`src/rw_mgr_pkg.sv`:
```
/* rw manager shared definitions */

package rw_mgr_pkg;

	localparam int AFI_RATIO       = 2;
	localparam int NUM_BEATS       = 2 * AFI_RATIO;
	localparam int MEM_DQ_WIDTH    = 16;
	localparam int MEM_DM_WIDTH    = 2;
	localparam int DQ_PER_GROUP    = 8;
	localparam int NUM_RANKS       = 2;
	localparam int AC_BUS_WIDTH    = 16;
	localparam int AC_WORD_WIDTH   = AC_BUS_WIDTH + AFI_RATIO;
	localparam int INST_ADDR_WIDTH = 7;
	localparam int AC_ADDR_WIDTH   = 6;
	localparam int CNTR_WIDTH      = 8;
	localparam int APB_ADDR_WIDTH  = 12;
	localparam int APB_DATA_WIDTH  = 32;
	localparam int EXP_DEPTH       = 4;

	// afi side bus widths
	localparam int WDATA_WIDTH = MEM_DQ_WIDTH * NUM_BEATS;
	localparam int WDM_WIDTH   = MEM_DM_WIDTH * NUM_BEATS;
	localparam int CS_WIDTH    = AFI_RATIO * NUM_RANKS;

	// instruction word layout, top bit down
	localparam int JUMP_REG_WIDTH = 2;
	localparam int NUM_LOOPS      = 2 ** JUMP_REG_WIDTH;
	localparam int DO_CODE_WIDTH  = 4;
	localparam int DM_CODE_WIDTH  = 3;
	localparam int INST_WIDTH     = 18;
	localparam int INST_RETURN_BIT = 17;
	localparam int INST_R_WN_BIT   = 16;
	localparam int INST_JUMP_BIT   = 15;
	localparam int INST_JREG_LSB   = 13;
	localparam int INST_AC_LSB     = 7;
	localparam int INST_DO_LSB     = 3;
	localparam int INST_DM_LSB     = 0;

	typedef logic [INST_WIDTH-1:0] inst_t;

	// bits 17:16 are the chip selects of afi words 1 and 0
	typedef logic [AC_WORD_WIDTH-1:0] ac_word_t;

	typedef enum logic [3:0] {
		OP_RUN         = 4'd0,
		OP_LOAD_CNTR   = 4'd2,
		OP_LOAD_JUMP   = 4'd3,
		OP_CLEAR_ERR   = 4'd4,
		OP_SET_CS_MASK = 4'd5,
		OP_WRITE_INST  = 4'd6,
		OP_WRITE_AC    = 4'd7
	} cmd_op_t;

	// each set bit of the code drives one whole beat high
	function automatic logic [WDATA_WIDTH-1:0] expand_do(input logic [DO_CODE_WIDTH-1:0] code);
		logic [WDATA_WIDTH-1:0] data;
		for (int w = 0; w < NUM_BEATS; w++) begin
			data[w*MEM_DQ_WIDTH +: MEM_DQ_WIDTH] = {MEM_DQ_WIDTH{code[w]}};
		end
		return data;
	endfunction

endpackage

```
`src/rw_mgr_ram.sv`:
```
/* microcode and ac word memory */

module rw_mgr_ram #(
	parameter type T  = logic [17:0],
	parameter int  AW = 6
) (
	input  logic          afi_clk_i,
	input  logic          wr_en_i,
	input  logic [AW-1:0] wr_addr_i,
	input  T              wr_data_i,
	input  logic [AW-1:0] rd_addr_i,
	output T              rd_data_o
);

	T mem [2**AW];

	always_ff @(posedge afi_clk_i) begin
		if (wr_en_i) begin
			mem[wr_addr_i] <= wr_data_i;
		end
		rd_data_o <= mem[rd_addr_i];
	end

	// the host must never write through an unknown address
	assert property (@(posedge afi_clk_i) wr_en_i |-> !$isunknown(wr_addr_i));

endmodule

```
`src/rw_mgr_jump_logic.sv`:
```
/* loop counters and jump targets */

module rw_mgr_jump_logic (
	input  logic                                       afi_clk_i,
	input  logic                                       afi_reset_n_i,
	input  logic                                       load_cntr_i,
	input  logic                                       load_jump_i,
	input  logic [rw_mgr_pkg::JUMP_REG_WIDTH-1:0]      load_sel_i,
	input  logic [rw_mgr_pkg::CNTR_WIDTH-1:0]          load_value_i,
	input  logic                                       jump_i,
	input  logic [rw_mgr_pkg::JUMP_REG_WIDTH-1:0]      jump_reg_i,
	output logic                                       jump_taken_o,
	output logic [rw_mgr_pkg::INST_ADDR_WIDTH-1:0]     jump_addr_o
);

	logic [rw_mgr_pkg::CNTR_WIDTH-1:0]      cntr  [rw_mgr_pkg::NUM_LOOPS];
	logic [rw_mgr_pkg::INST_ADDR_WIDTH-1:0] jaddr [rw_mgr_pkg::NUM_LOOPS];

	// a zero counter falls through, so the body runs count plus one times
	assign jump_taken_o = jump_i && (cntr[jump_reg_i] != '0);
	assign jump_addr_o  = jaddr[jump_reg_i];

	always_ff @(posedge afi_clk_i or negedge afi_reset_n_i) begin
		if (!afi_reset_n_i) begin
			for (int i = 0; i < rw_mgr_pkg::NUM_LOOPS; i++) begin
				cntr[i]  <= '0;
				jaddr[i] <= '0;
			end
		end else begin
			if (load_cntr_i) begin
				cntr[load_sel_i] <= load_value_i;
			end else if (jump_taken_o) begin
				cntr[jump_reg_i] <= cntr[jump_reg_i] - 1'b1;
			end
			if (load_jump_i) begin
				jaddr[load_sel_i] <= load_value_i[rw_mgr_pkg::INST_ADDR_WIDTH-1:0];
			end
		end
	end

endmodule

```
`src/rw_mgr_sequencer.sv`:
```
/* program counter and instruction decode */

module rw_mgr_sequencer (
	input  logic                                   afi_clk_i,
	input  logic                                   afi_reset_n_i,
	input  logic                                   start_i,
	input  logic [rw_mgr_pkg::INST_ADDR_WIDTH-1:0] start_addr_i,
	input  rw_mgr_pkg::inst_t                      inst_i,
	input  logic                                   jump_taken_i,
	input  logic [rw_mgr_pkg::INST_ADDR_WIDTH-1:0] jump_addr_i,
	input  logic                                   running_i,
	output logic [rw_mgr_pkg::INST_ADDR_WIDTH-1:0] next_pc_o,
	output logic [rw_mgr_pkg::INST_ADDR_WIDTH-1:0] pc_o,
	output logic                                   return_o,
	output logic                                   r_wn_o,
	output logic                                   jump_o,
	output logic [rw_mgr_pkg::JUMP_REG_WIDTH-1:0]  jump_reg_o,
	output logic [rw_mgr_pkg::AC_ADDR_WIDTH-1:0]   ac_addr_o,
	output logic [rw_mgr_pkg::DO_CODE_WIDTH-1:0]   do_code_o,
	output logic [rw_mgr_pkg::DM_CODE_WIDTH-1:0]   dm_code_o
);

	// the ram word is unknown until loaded, so the control bits only count while running
	assign return_o   = running_i && inst_i[rw_mgr_pkg::INST_RETURN_BIT];
	assign r_wn_o     = running_i && inst_i[rw_mgr_pkg::INST_R_WN_BIT];
	assign jump_o     = running_i && inst_i[rw_mgr_pkg::INST_JUMP_BIT];
	assign jump_reg_o = inst_i[rw_mgr_pkg::INST_JREG_LSB +: rw_mgr_pkg::JUMP_REG_WIDTH];
	assign ac_addr_o  = inst_i[rw_mgr_pkg::INST_AC_LSB +: rw_mgr_pkg::AC_ADDR_WIDTH];

	// idle keeps the data pins at zero
	assign do_code_o = running_i ?
		inst_i[rw_mgr_pkg::INST_DO_LSB +: rw_mgr_pkg::DO_CODE_WIDTH] : '0;
	assign dm_code_o = running_i ?
		inst_i[rw_mgr_pkg::INST_DM_LSB +: rw_mgr_pkg::DM_CODE_WIDTH] : '0;

	always_comb begin
		if (start_i) begin
			next_pc_o = start_addr_i;
		end else if (jump_taken_i) begin
			next_pc_o = jump_addr_i;
		end else if (return_o || !running_i) begin
			next_pc_o = pc_o;
		end else begin
			next_pc_o = pc_o + 1'b1;
		end
	end

	always_ff @(posedge afi_clk_i or negedge afi_reset_n_i) begin
		if (!afi_reset_n_i) begin
			pc_o <= '0;
		end else begin
			pc_o <= next_pc_o;
		end
	end

	// the host only starts a program from idle
	assert property (@(posedge afi_clk_i) disable iff (!afi_reset_n_i)
		!(start_i && running_i));

endmodule

```
`src/rw_mgr_write_pattern.sv`:
```
/* afi write data generator */

module rw_mgr_write_pattern (
	input  logic                                 afi_clk_i,
	input  logic                                 afi_reset_n_i,
	input  logic [rw_mgr_pkg::DO_CODE_WIDTH-1:0] do_code_i,
	input  logic [rw_mgr_pkg::DM_CODE_WIDTH-1:0] dm_code_i,
	output logic [rw_mgr_pkg::WDATA_WIDTH-1:0]   afi_wdata_o,
	output logic [rw_mgr_pkg::WDM_WIDTH-1:0]     afi_dm_o
);

	always_ff @(posedge afi_clk_i or negedge afi_reset_n_i) begin
		if (!afi_reset_n_i) begin
			afi_wdata_o <= '0;
			afi_dm_o    <= '0;
		end else begin
			afi_wdata_o <= rw_mgr_pkg::expand_do(do_code_i);
			// the dm code counts how many leading beats are masked
			for (int w = 0; w < rw_mgr_pkg::NUM_BEATS; w++) begin
				afi_dm_o[w*rw_mgr_pkg::MEM_DM_WIDTH +: rw_mgr_pkg::MEM_DM_WIDTH] <=
					{rw_mgr_pkg::MEM_DM_WIDTH{w < dm_code_i}};
			end
		end
	end

endmodule

```
`src/rw_mgr_read_checker.sv`:
```
/* read data compare and error word */

module rw_mgr_read_checker (
	input  logic                                 afi_clk_i,
	input  logic                                 afi_reset_n_i,
	input  logic                                 push_i,
	input  logic [rw_mgr_pkg::DO_CODE_WIDTH-1:0] do_code_i,
	input  logic                                 clear_i,
	input  logic [rw_mgr_pkg::WDATA_WIDTH-1:0]   afi_rdata_i,
	input  logic                                 afi_rdata_valid_i,
	output logic [rw_mgr_pkg::DQ_PER_GROUP-1:0]  error_word_o
);

	logic [rw_mgr_pkg::DO_CODE_WIDTH-1:0]       exp_q [rw_mgr_pkg::EXP_DEPTH];
	logic [$clog2(rw_mgr_pkg::EXP_DEPTH)-1:0]   wr_ptr;
	logic [$clog2(rw_mgr_pkg::EXP_DEPTH)-1:0]   rd_ptr;
	logic [$clog2(rw_mgr_pkg::EXP_DEPTH+1)-1:0] count;
	logic [rw_mgr_pkg::WDATA_WIDTH-1:0]         mismatch;
	logic [rw_mgr_pkg::DQ_PER_GROUP-1:0]        err_now;

	// fold every group of every beat onto one dq position
	always_comb begin
		mismatch = afi_rdata_i ^ rw_mgr_pkg::expand_do(exp_q[rd_ptr]);
		err_now  = '0;
		for (int s = 0; s < rw_mgr_pkg::WDATA_WIDTH / rw_mgr_pkg::DQ_PER_GROUP; s++) begin
			err_now |= mismatch[s*rw_mgr_pkg::DQ_PER_GROUP +: rw_mgr_pkg::DQ_PER_GROUP];
		end
	end

	always_ff @(posedge afi_clk_i) begin
		if (push_i) begin
			exp_q[wr_ptr] <= do_code_i;
		end
	end

	always_ff @(posedge afi_clk_i or negedge afi_reset_n_i) begin
		if (!afi_reset_n_i) begin
			wr_ptr       <= '0;
			rd_ptr       <= '0;
			count        <= '0;
			error_word_o <= '0;
		end else if (clear_i) begin
			wr_ptr       <= '0;
			rd_ptr       <= '0;
			count        <= '0;
			error_word_o <= '0;
		end else begin
			if (push_i) begin
				wr_ptr <= wr_ptr + 1'b1;
			end
			if (afi_rdata_valid_i) begin
				rd_ptr       <= rd_ptr + 1'b1;
				error_word_o <= error_word_o | err_now;
			end
			case ({push_i, afi_rdata_valid_i})
				2'b10:   count <= count + 1'b1;
				2'b01:   count <= count - 1'b1;
				default: ;
			endcase
		end
	end

	// no more than EXP_DEPTH reads may be in flight
	assert property (@(posedge afi_clk_i) disable iff (!afi_reset_n_i)
		!(push_i && !afi_rdata_valid_i && count == rw_mgr_pkg::EXP_DEPTH));
	assert property (@(posedge afi_clk_i) disable iff (!afi_reset_n_i)
		!(afi_rdata_valid_i && count == '0));

endmodule

```
`src/rw_mgr_apb_ctrl.sv`:
```
/* apb command decode and run control */

module rw_mgr_apb_ctrl (
	input  logic                                   afi_clk_i,
	input  logic                                   afi_reset_n_i,
	input  logic                                   psel_i,
	input  logic                                   penable_i,
	input  logic                                   pwrite_i,
	input  logic [rw_mgr_pkg::APB_ADDR_WIDTH-1:0]  paddr_i,
	input  logic [rw_mgr_pkg::APB_DATA_WIDTH-1:0]  pwdata_i,
	output logic [rw_mgr_pkg::APB_DATA_WIDTH-1:0]  prdata_o,
	output logic                                   pready_o,
	input  logic                                   return_i,
	input  logic [rw_mgr_pkg::INST_ADDR_WIDTH-1:0] pc_i,
	input  logic [rw_mgr_pkg::DQ_PER_GROUP-1:0]    error_word_i,
	output logic                                   start_o,
	output logic [rw_mgr_pkg::INST_ADDR_WIDTH-1:0] start_addr_o,
	output logic                                   running_o,
	output logic                                   inst_wr_o,
	output logic                                   ac_wr_o,
	output logic [rw_mgr_pkg::INST_ADDR_WIDTH-1:0] wr_addr_o,
	output logic [rw_mgr_pkg::APB_DATA_WIDTH-1:0]  wr_data_o,
	output logic                                   load_cntr_o,
	output logic                                   load_jump_o,
	output logic [rw_mgr_pkg::JUMP_REG_WIDTH-1:0]  load_sel_o,
	output logic [rw_mgr_pkg::CNTR_WIDTH-1:0]      load_value_o,
	output logic                                   clear_err_o,
	output logic [rw_mgr_pkg::NUM_RANKS-1:0]       cs_mask_o
);

	typedef enum logic [1:0] {ST_IDLE, ST_RUNNING, ST_DONE} state_t;

	state_t              state;
	rw_mgr_pkg::cmd_op_t op;
	logic                accept;
	logic                set_mask;

	assign op     = rw_mgr_pkg::cmd_op_t'(paddr_i[rw_mgr_pkg::APB_ADDR_WIDTH-1 -: 4]);
	assign accept = psel_i && penable_i && (state == ST_IDLE);

	// a run holds pready low until its return instruction has executed
	assign pready_o = (accept && !(pwrite_i && op == rw_mgr_pkg::OP_RUN)) ||
		(psel_i && penable_i && state == ST_DONE);
	assign running_o = (state == ST_RUNNING);

	assign start_addr_o = pwdata_i[rw_mgr_pkg::INST_ADDR_WIDTH-1:0];
	assign wr_addr_o    = paddr_i[rw_mgr_pkg::INST_ADDR_WIDTH-1:0];
	assign wr_data_o    = pwdata_i;
	assign load_sel_o   = paddr_i[rw_mgr_pkg::JUMP_REG_WIDTH-1:0];
	assign load_value_o = pwdata_i[rw_mgr_pkg::CNTR_WIDTH-1:0];

	always_comb begin
		start_o     = 1'b0;
		load_cntr_o = 1'b0;
		load_jump_o = 1'b0;
		clear_err_o = 1'b0;
		set_mask    = 1'b0;
		inst_wr_o   = 1'b0;
		ac_wr_o     = 1'b0;
		if (accept && pwrite_i) begin
			case (op)
				rw_mgr_pkg::OP_RUN:         start_o     = 1'b1;
				rw_mgr_pkg::OP_LOAD_CNTR:   load_cntr_o = 1'b1;
				rw_mgr_pkg::OP_LOAD_JUMP:   load_jump_o = 1'b1;
				rw_mgr_pkg::OP_CLEAR_ERR:   clear_err_o = 1'b1;
				rw_mgr_pkg::OP_SET_CS_MASK: set_mask    = 1'b1;
				rw_mgr_pkg::OP_WRITE_INST:  inst_wr_o   = 1'b1;
				rw_mgr_pkg::OP_WRITE_AC:    ac_wr_o     = 1'b1;
				default: ;
			endcase
		end
	end

	always_comb begin
		prdata_o = '0;
		if (paddr_i[0]) begin
			prdata_o[rw_mgr_pkg::INST_ADDR_WIDTH-1:0] = pc_i;
		end else begin
			prdata_o[rw_mgr_pkg::DQ_PER_GROUP-1:0] = error_word_i;
		end
	end

	always_ff @(posedge afi_clk_i or negedge afi_reset_n_i) begin
		if (!afi_reset_n_i) begin
			state     <= ST_IDLE;
			cs_mask_o <= '0;
		end else begin
			if (set_mask) begin
				cs_mask_o <= pwdata_i[rw_mgr_pkg::NUM_RANKS-1:0];
			end
			case (state)
				ST_IDLE: begin
					if (start_o) begin
						state <= ST_RUNNING;
					end
				end
				ST_RUNNING: begin
					if (return_i) begin
						state <= ST_DONE;
					end
				end
				default: begin
					// stay done until the host closes the access cycle
					if (!(psel_i && penable_i)) begin
						state <= ST_IDLE;
					end
				end
			endcase
		end
	end

	assert property (@(posedge afi_clk_i) disable iff (!afi_reset_n_i)
		(psel_i && penable_i && !pready_o) |=> $stable(paddr_i));

endmodule

```
`src/rw_mgr_core.sv`:
```
/* rw manager top level */

module rw_mgr_core (
	input  logic                                  afi_clk_i,
	input  logic                                  afi_reset_n_i,
	input  logic                                  psel_i,
	input  logic                                  penable_i,
	input  logic                                  pwrite_i,
	input  logic [rw_mgr_pkg::APB_ADDR_WIDTH-1:0] paddr_i,
	input  logic [rw_mgr_pkg::APB_DATA_WIDTH-1:0] pwdata_i,
	output logic [rw_mgr_pkg::APB_DATA_WIDTH-1:0] prdata_o,
	output logic                                  pready_o,
	output logic [rw_mgr_pkg::AC_BUS_WIDTH-1:0]   ac_bus_o,
	output logic [rw_mgr_pkg::CS_WIDTH-1:0]       ac_cs_n_o,
	output logic [rw_mgr_pkg::WDATA_WIDTH-1:0]    afi_wdata_o,
	output logic [rw_mgr_pkg::WDM_WIDTH-1:0]      afi_dm_o,
	input  logic [rw_mgr_pkg::WDATA_WIDTH-1:0]    afi_rdata_i,
	input  logic                                  afi_rdata_valid_i
);

	rw_mgr_pkg::inst_t                      inst;
	rw_mgr_pkg::ac_word_t                   ac_word;
	logic [rw_mgr_pkg::INST_ADDR_WIDTH-1:0] next_pc, pc, start_addr, jump_addr, wr_addr;
	logic [rw_mgr_pkg::APB_DATA_WIDTH-1:0]  wr_data;
	logic [rw_mgr_pkg::JUMP_REG_WIDTH-1:0]  jump_reg, load_sel;
	logic [rw_mgr_pkg::CNTR_WIDTH-1:0]      load_value;
	logic [rw_mgr_pkg::AC_ADDR_WIDTH-1:0]   ac_addr;
	logic [rw_mgr_pkg::DO_CODE_WIDTH-1:0]   do_code;
	logic [rw_mgr_pkg::DM_CODE_WIDTH-1:0]   dm_code;
	logic [rw_mgr_pkg::DQ_PER_GROUP-1:0]    error_word;
	logic [rw_mgr_pkg::NUM_RANKS-1:0]       cs_mask;
	logic start, running, ret, r_wn, jump, jump_taken;
	logic inst_wr, ac_wr, load_cntr, load_jump, clear_err;

	assign ac_bus_o = ac_word[rw_mgr_pkg::AC_BUS_WIDTH-1:0];

	// one chip select per rank in each afi word, forced high by the mask
	for (genvar w = 0; w < rw_mgr_pkg::AFI_RATIO; w++) begin : g_word
		for (genvar r = 0; r < rw_mgr_pkg::NUM_RANKS; r++) begin : g_rank
			assign ac_cs_n_o[w*rw_mgr_pkg::NUM_RANKS + r] =
				ac_word[rw_mgr_pkg::AC_BUS_WIDTH + w] | cs_mask[r];
		end
	end

	rw_mgr_apb_ctrl apb_ctrl_i (
		.afi_clk_i, .afi_reset_n_i, .psel_i, .penable_i, .pwrite_i, .paddr_i, .pwdata_i,
		.prdata_o, .pready_o,
		.return_i(ret), .pc_i(pc), .error_word_i(error_word),
		.start_o(start), .start_addr_o(start_addr), .running_o(running),
		.inst_wr_o(inst_wr), .ac_wr_o(ac_wr), .wr_addr_o(wr_addr), .wr_data_o(wr_data),
		.load_cntr_o(load_cntr), .load_jump_o(load_jump), .load_sel_o(load_sel),
		.load_value_o(load_value), .clear_err_o(clear_err), .cs_mask_o(cs_mask)
	);

	rw_mgr_sequencer sequencer_i (
		.afi_clk_i, .afi_reset_n_i,
		.start_i(start), .start_addr_i(start_addr), .inst_i(inst),
		.jump_taken_i(jump_taken), .jump_addr_i(jump_addr), .running_i(running),
		.next_pc_o(next_pc), .pc_o(pc), .return_o(ret), .r_wn_o(r_wn), .jump_o(jump),
		.jump_reg_o(jump_reg), .ac_addr_o(ac_addr), .do_code_o(do_code), .dm_code_o(dm_code)
	);

	rw_mgr_jump_logic jump_logic_i (
		.afi_clk_i, .afi_reset_n_i,
		.load_cntr_i(load_cntr), .load_jump_i(load_jump), .load_sel_i(load_sel),
		.load_value_i(load_value), .jump_i(jump), .jump_reg_i(jump_reg),
		.jump_taken_o(jump_taken), .jump_addr_o(jump_addr)
	);

	rw_mgr_ram #(.T(rw_mgr_pkg::inst_t), .AW(rw_mgr_pkg::INST_ADDR_WIDTH)) inst_ram_i (
		.afi_clk_i, .wr_en_i(inst_wr), .wr_addr_i(wr_addr),
		.wr_data_i(wr_data[rw_mgr_pkg::INST_WIDTH-1:0]),
		.rd_addr_i(next_pc), .rd_data_o(inst)
	);

	rw_mgr_ram #(.T(rw_mgr_pkg::ac_word_t), .AW(rw_mgr_pkg::AC_ADDR_WIDTH)) ac_ram_i (
		.afi_clk_i, .wr_en_i(ac_wr), .wr_addr_i(wr_addr[rw_mgr_pkg::AC_ADDR_WIDTH-1:0]),
		.wr_data_i(wr_data[rw_mgr_pkg::AC_WORD_WIDTH-1:0]),
		.rd_addr_i(ac_addr), .rd_data_o(ac_word)
	);

	rw_mgr_write_pattern write_pattern_i (
		.afi_clk_i, .afi_reset_n_i, .do_code_i(do_code), .dm_code_i(dm_code),
		.afi_wdata_o, .afi_dm_o
	);

	rw_mgr_read_checker read_checker_i (
		.afi_clk_i, .afi_reset_n_i, .push_i(r_wn), .do_code_i(do_code), .clear_i(clear_err),
		.afi_rdata_i, .afi_rdata_valid_i, .error_word_o(error_word)
	);

endmodule

```
`config.mk`:
```
export PLATFORM = sky130hd
export DESIGN_NAME = rw_mgr_core
export DESIGN_NICKNAME = d
export VERILOG_FILES = /design/src/rw_mgr_pkg.sv /design/src/rw_mgr_ram.sv /design/src/rw_mgr_jump_logic.sv /design/src/rw_mgr_sequencer.sv /design/src/rw_mgr_write_pattern.sv /design/src/rw_mgr_read_checker.sv /design/src/rw_mgr_apb_ctrl.sv /design/src/rw_mgr_core.sv
export SDC_FILE = /design/constraint.sdc
export NUM_CORES = 2
export LEC_CHECK = 0
export ABC_AREA = 0
export BUFFER_PORTS_ARGS = -buffer_cell sky130_fd_sc_hd__clkbuf_2
export CORE_AREA = 8 8 518 520
export DETAILED_ROUTE_END_ITERATION = 8
export DIE_AREA = 0 0 526 528
export GPL_ROUTABILITY_DRIVEN = 0
export HOLD_SLACK_MARGIN = 0.15
export PLACE_DENSITY = 0.71
export SLEW_MARGIN = 30
export SYNTH_ARGS = -nofsm -noshare
export SYNTH_HDL_FRONTEND = slang
export SYNTH_SLANG_ARGS = --single-unit
```
`constraint.sdc`:
```
create_clock -name afi_clk_i -period 11.96 [get_ports afi_clk_i]
set_input_delay 0 -clock afi_clk_i [delete_from_list [all_inputs] [get_ports afi_clk_i]]
set_output_delay 0 -clock afi_clk_i [all_outputs]
set_load 0.02 [all_outputs]
```
==> key figures <==
Pwr
  – Pleak: 52.5 nW
  – PwrDens: 211 nW/um2
  – Total chip power: 33.7 mW
  – VDD IR max: 0.000205 V

Die
  – Die height: 528 um
  – DIE WIDTH: 526 um
  – IO Pins: 239
  – Row count: 188
  – Initial Utilization: 54.5%
  – Die ar.: 278000 um2
  – Core Box Area: 261000 um2

Cells and area
  – Layout cells sized above 1: 17.4%
  – Layout net count: 9291
  – Design area: 160000 um2
  – Area growth, synth to finish: 12.8%
  – Non-filler cells, final: 12900
  – Util after Layout: 61.5%
  – Commonest non-fill, non-tap cell in the layout: edfxtp_1
  – Commonest cells after routing, fill and taps aside: 3472 x edfxtp_1, 1480 x nand2_1, 722 x a21oi_1

Global routing
  – Largest net degree at the start of global routing: 164
  – First-pass GRT wire length: 548000 um
  – Initial antenna violation count: 22
  – Vias in the first global route: 81000
  – GR Overflow Total: 0
  – GRT Resource Usage Total: 26.6%

Synthesis
  – Post-synth EDFFs: 3472
  – Avg Cell Area, Syn: 16.0 um2
  – Sequential area share after synthesis: 75.5%
  – Synth Warn #: 0
  – Async SR Flop Fraction: 2.53%
  – Cell area after synthesis: 142000 um2
  – Main synth FF type: edfxtp_1
  – Gate Count Post-Synth: 8873
  – Number of synthesized register bits: 3599
  – Distinct cells, synth: 64

Timing
  – Minimum clock period: 7.68 ns
  – Setup TNS: 0 ns
  – Hold WS: 0.182 ns
  – RSZ-0062 raised after global routing: false
  – Worst Skew: 0.0524 ns
  – Fin. Hold Viols: 0
  – Slew Limit Fails: 0
  – Rel. slew slack: 23.1%
  – Post-layout worst setup margin: 4.28 ns
  – Tcrit/Tclk final: 64.3%
  – Count of final setup violators: 0
  – Achievable Freq: 130 MHz
  – Tightest Pin Transition: 1.14 ns

CTS
  – Clock slew at reported path FFs: 0.06 ns
  – Maximum clock insertion buffer count: 4
  – TritonCTS buffer count: 361
  – CTS resizes: 0
  – Sink Count: 3599
  – Post-CTS setup buffers: 0
  – CTS tree: yes
  – Clk_lat worst skew: 0.99 ns
  – Root Buffer: clkbuf_16
  – H-tree levels: 5
  – # hold bufs at CTS: 119

Drt
  – DRC: 0
  – Post-DR wirelength/cell: 29.6 um
  – DRT Wirelength: 381000 um
  – ANT nets after route: 0
  – Vias/cell: 6.49
  – Iter 0 DRT Violations: 11600
  – Via count: 83500
  – Pre-antenna DRT Iters: 8

Placement
  – Pre-CTS WS: 4.59 ns
  – Dpl cells: 12100
  – Area after DPL: 147000 um2
  – Port buffer count: 199
  – Placed wire-length estimate: 209000 um

Min path
  – Hold/Removal Path Class: input pin to flop

Worst setup path
  – Startpoint Class: flop
  – CP Max Fanout: 79
  – Arrival time worst endpoint: 8.36 ns
  – WS Path Type: flop to flop
  – CP required: 12.63 ns
  – Setup crit end kind: flop

Flow run
  – Number of max-cap violations: 0

Outcome
  – Status: completed
## sequential cells by signal (all words and copies together) (netlist names), 4 cells and up
name	cells
ac_ram_i.mem	1152
ac_ram_i.rd_data_o	18
inst_ram_i.mem	2304
inst_ram_i.rd_data_o	18
jump_logic_i.cntr	32
jump_logic_i.jaddr	28
read_checker_i.error_word_o	8
read_checker_i.exp_q	16
sequencer_i.pc_o	7
write_pattern_i.afi_dm_o	4
write_pattern_i.afi_wdata_o	4
## path summary, 6_finish.rpt
path	start	endpoint	slack, ns	depth (start not counted)
worst max-delay path	inst_ram_i.rd_data_o[13]$_DFF_P_	inst_ram_i.rd_data_o[7]$_DFF_P_	4.28	17
worst min-delay path	pwdata_i[0]	inst_ram_i.mem[116][0]$_DFFE_PP_	0.18	2
worst max register to register	inst_ram_i.rd_data_o[13]$_DFF_P_	inst_ram_i.rd_data_o[7]$_DFF_P_	4.28	17
worst min register to register	jump_logic_i.jaddr[2]$_DFFE_PN0P_	jump_logic_i.jaddr[2]$_DFFE_PN0P_	0.50	1
max in group asynchronous	afi_reset_n_i	write_pattern_i.afi_wdata_o[47]$_DFF_PN0_	10.84	5
min in group asynchronous	afi_reset_n_i	jump_logic_i.cntr[21]$_DFFE_PN0P_	0.73	5
## routing by layer
metal	global-route usage (%)	vias up	wire, um
met2	42.4	5068	181000
li1	-	35100	-
met4	12.9	2	20800
met1	35.3	42500	138000
met5	0.479	-	195
met3	5.68	917	40600
## layout make-up
class                           instances  area, um2
Multi-Input combinational cell       4539      32000
Sequential cell                      3599     107000
Clock inverter                        164       1590
Tap cell                             3420       4280
Inverter                               58        240
Antenna cell                           12       30.0
Fill cell                           18100     100000
Timing Repair Buffer                  612       4980
Clock buffer                          474       9780
## where the power goes
part	internal [mW]	switching (mW)	leakage, nW
Clock	6.40	4.60	5.57
Sequential	13.9	0.224	32.7
Combinational	3.04	5.54	14.3
## worst max-delay path: stages (launching register included)
cell and delay (ns):
dfxtp_1 0.31, buf_4 0.34, mux4_2 0.63, inv_1 0.09, ha_1 0.21, nor3b_1 0.45, a31o_2 0.24, buf_4 0.51
a211o_1 0.22, buf_4 0.32, and2_4 0.72, buf_4 0.46, buf_12 0.43, nand2_4 0.57, o221ai_1 0.95, nor4_1 0.15
a21oi_1 0.16, o2111ai_1 0.37
## cell usage after synthesis (79+ instances only)
| library cell | n | area share (%) |
|---|---|---|
| edfxtp_1 | 3472 | 73 |
| nand2_1 | 1484 | 3.9 |
| a21oi_1 | 723 | 2.5 |
| mux4_2 | 438 | 6.9 |
| nand3_1 | 387 | 1.4 |
| clkbuf_1 | 279 | 0.74 |
| nor2_1 | 257 | 0.68 |
| buf_2 | 221 | 0.78 |
| a22oi_1 | 153 | 0.81 |
| nor3_1 | 145 | 0.51 |
| buf_4 | 119 | 0.63 |
| a211oi_1 | 95 | 0.50 |
| dfrtp_1 | 91 | 1.6 |
| and3_1 | 90 | 0.40 |
| a221oi_1 | 81 | 0.50 |
| buf_1 | 79 | 0.21 |
## cells by family after synthesis
group	after synthesis	synth area share (%)
XOR/XNOR	15	0.0925
other	1	0.00264
AO/OA/AOI/OAI	1480	6.77
AND/OR/NAND/NOR	2479	7.42
adder cells (fa/ha/maj)	6	0.0528
buffers and inverters	758	2.52
multiplexers	535	7.66
flip-flops	3599	75.5
Power figures use the tool's default switching activity.
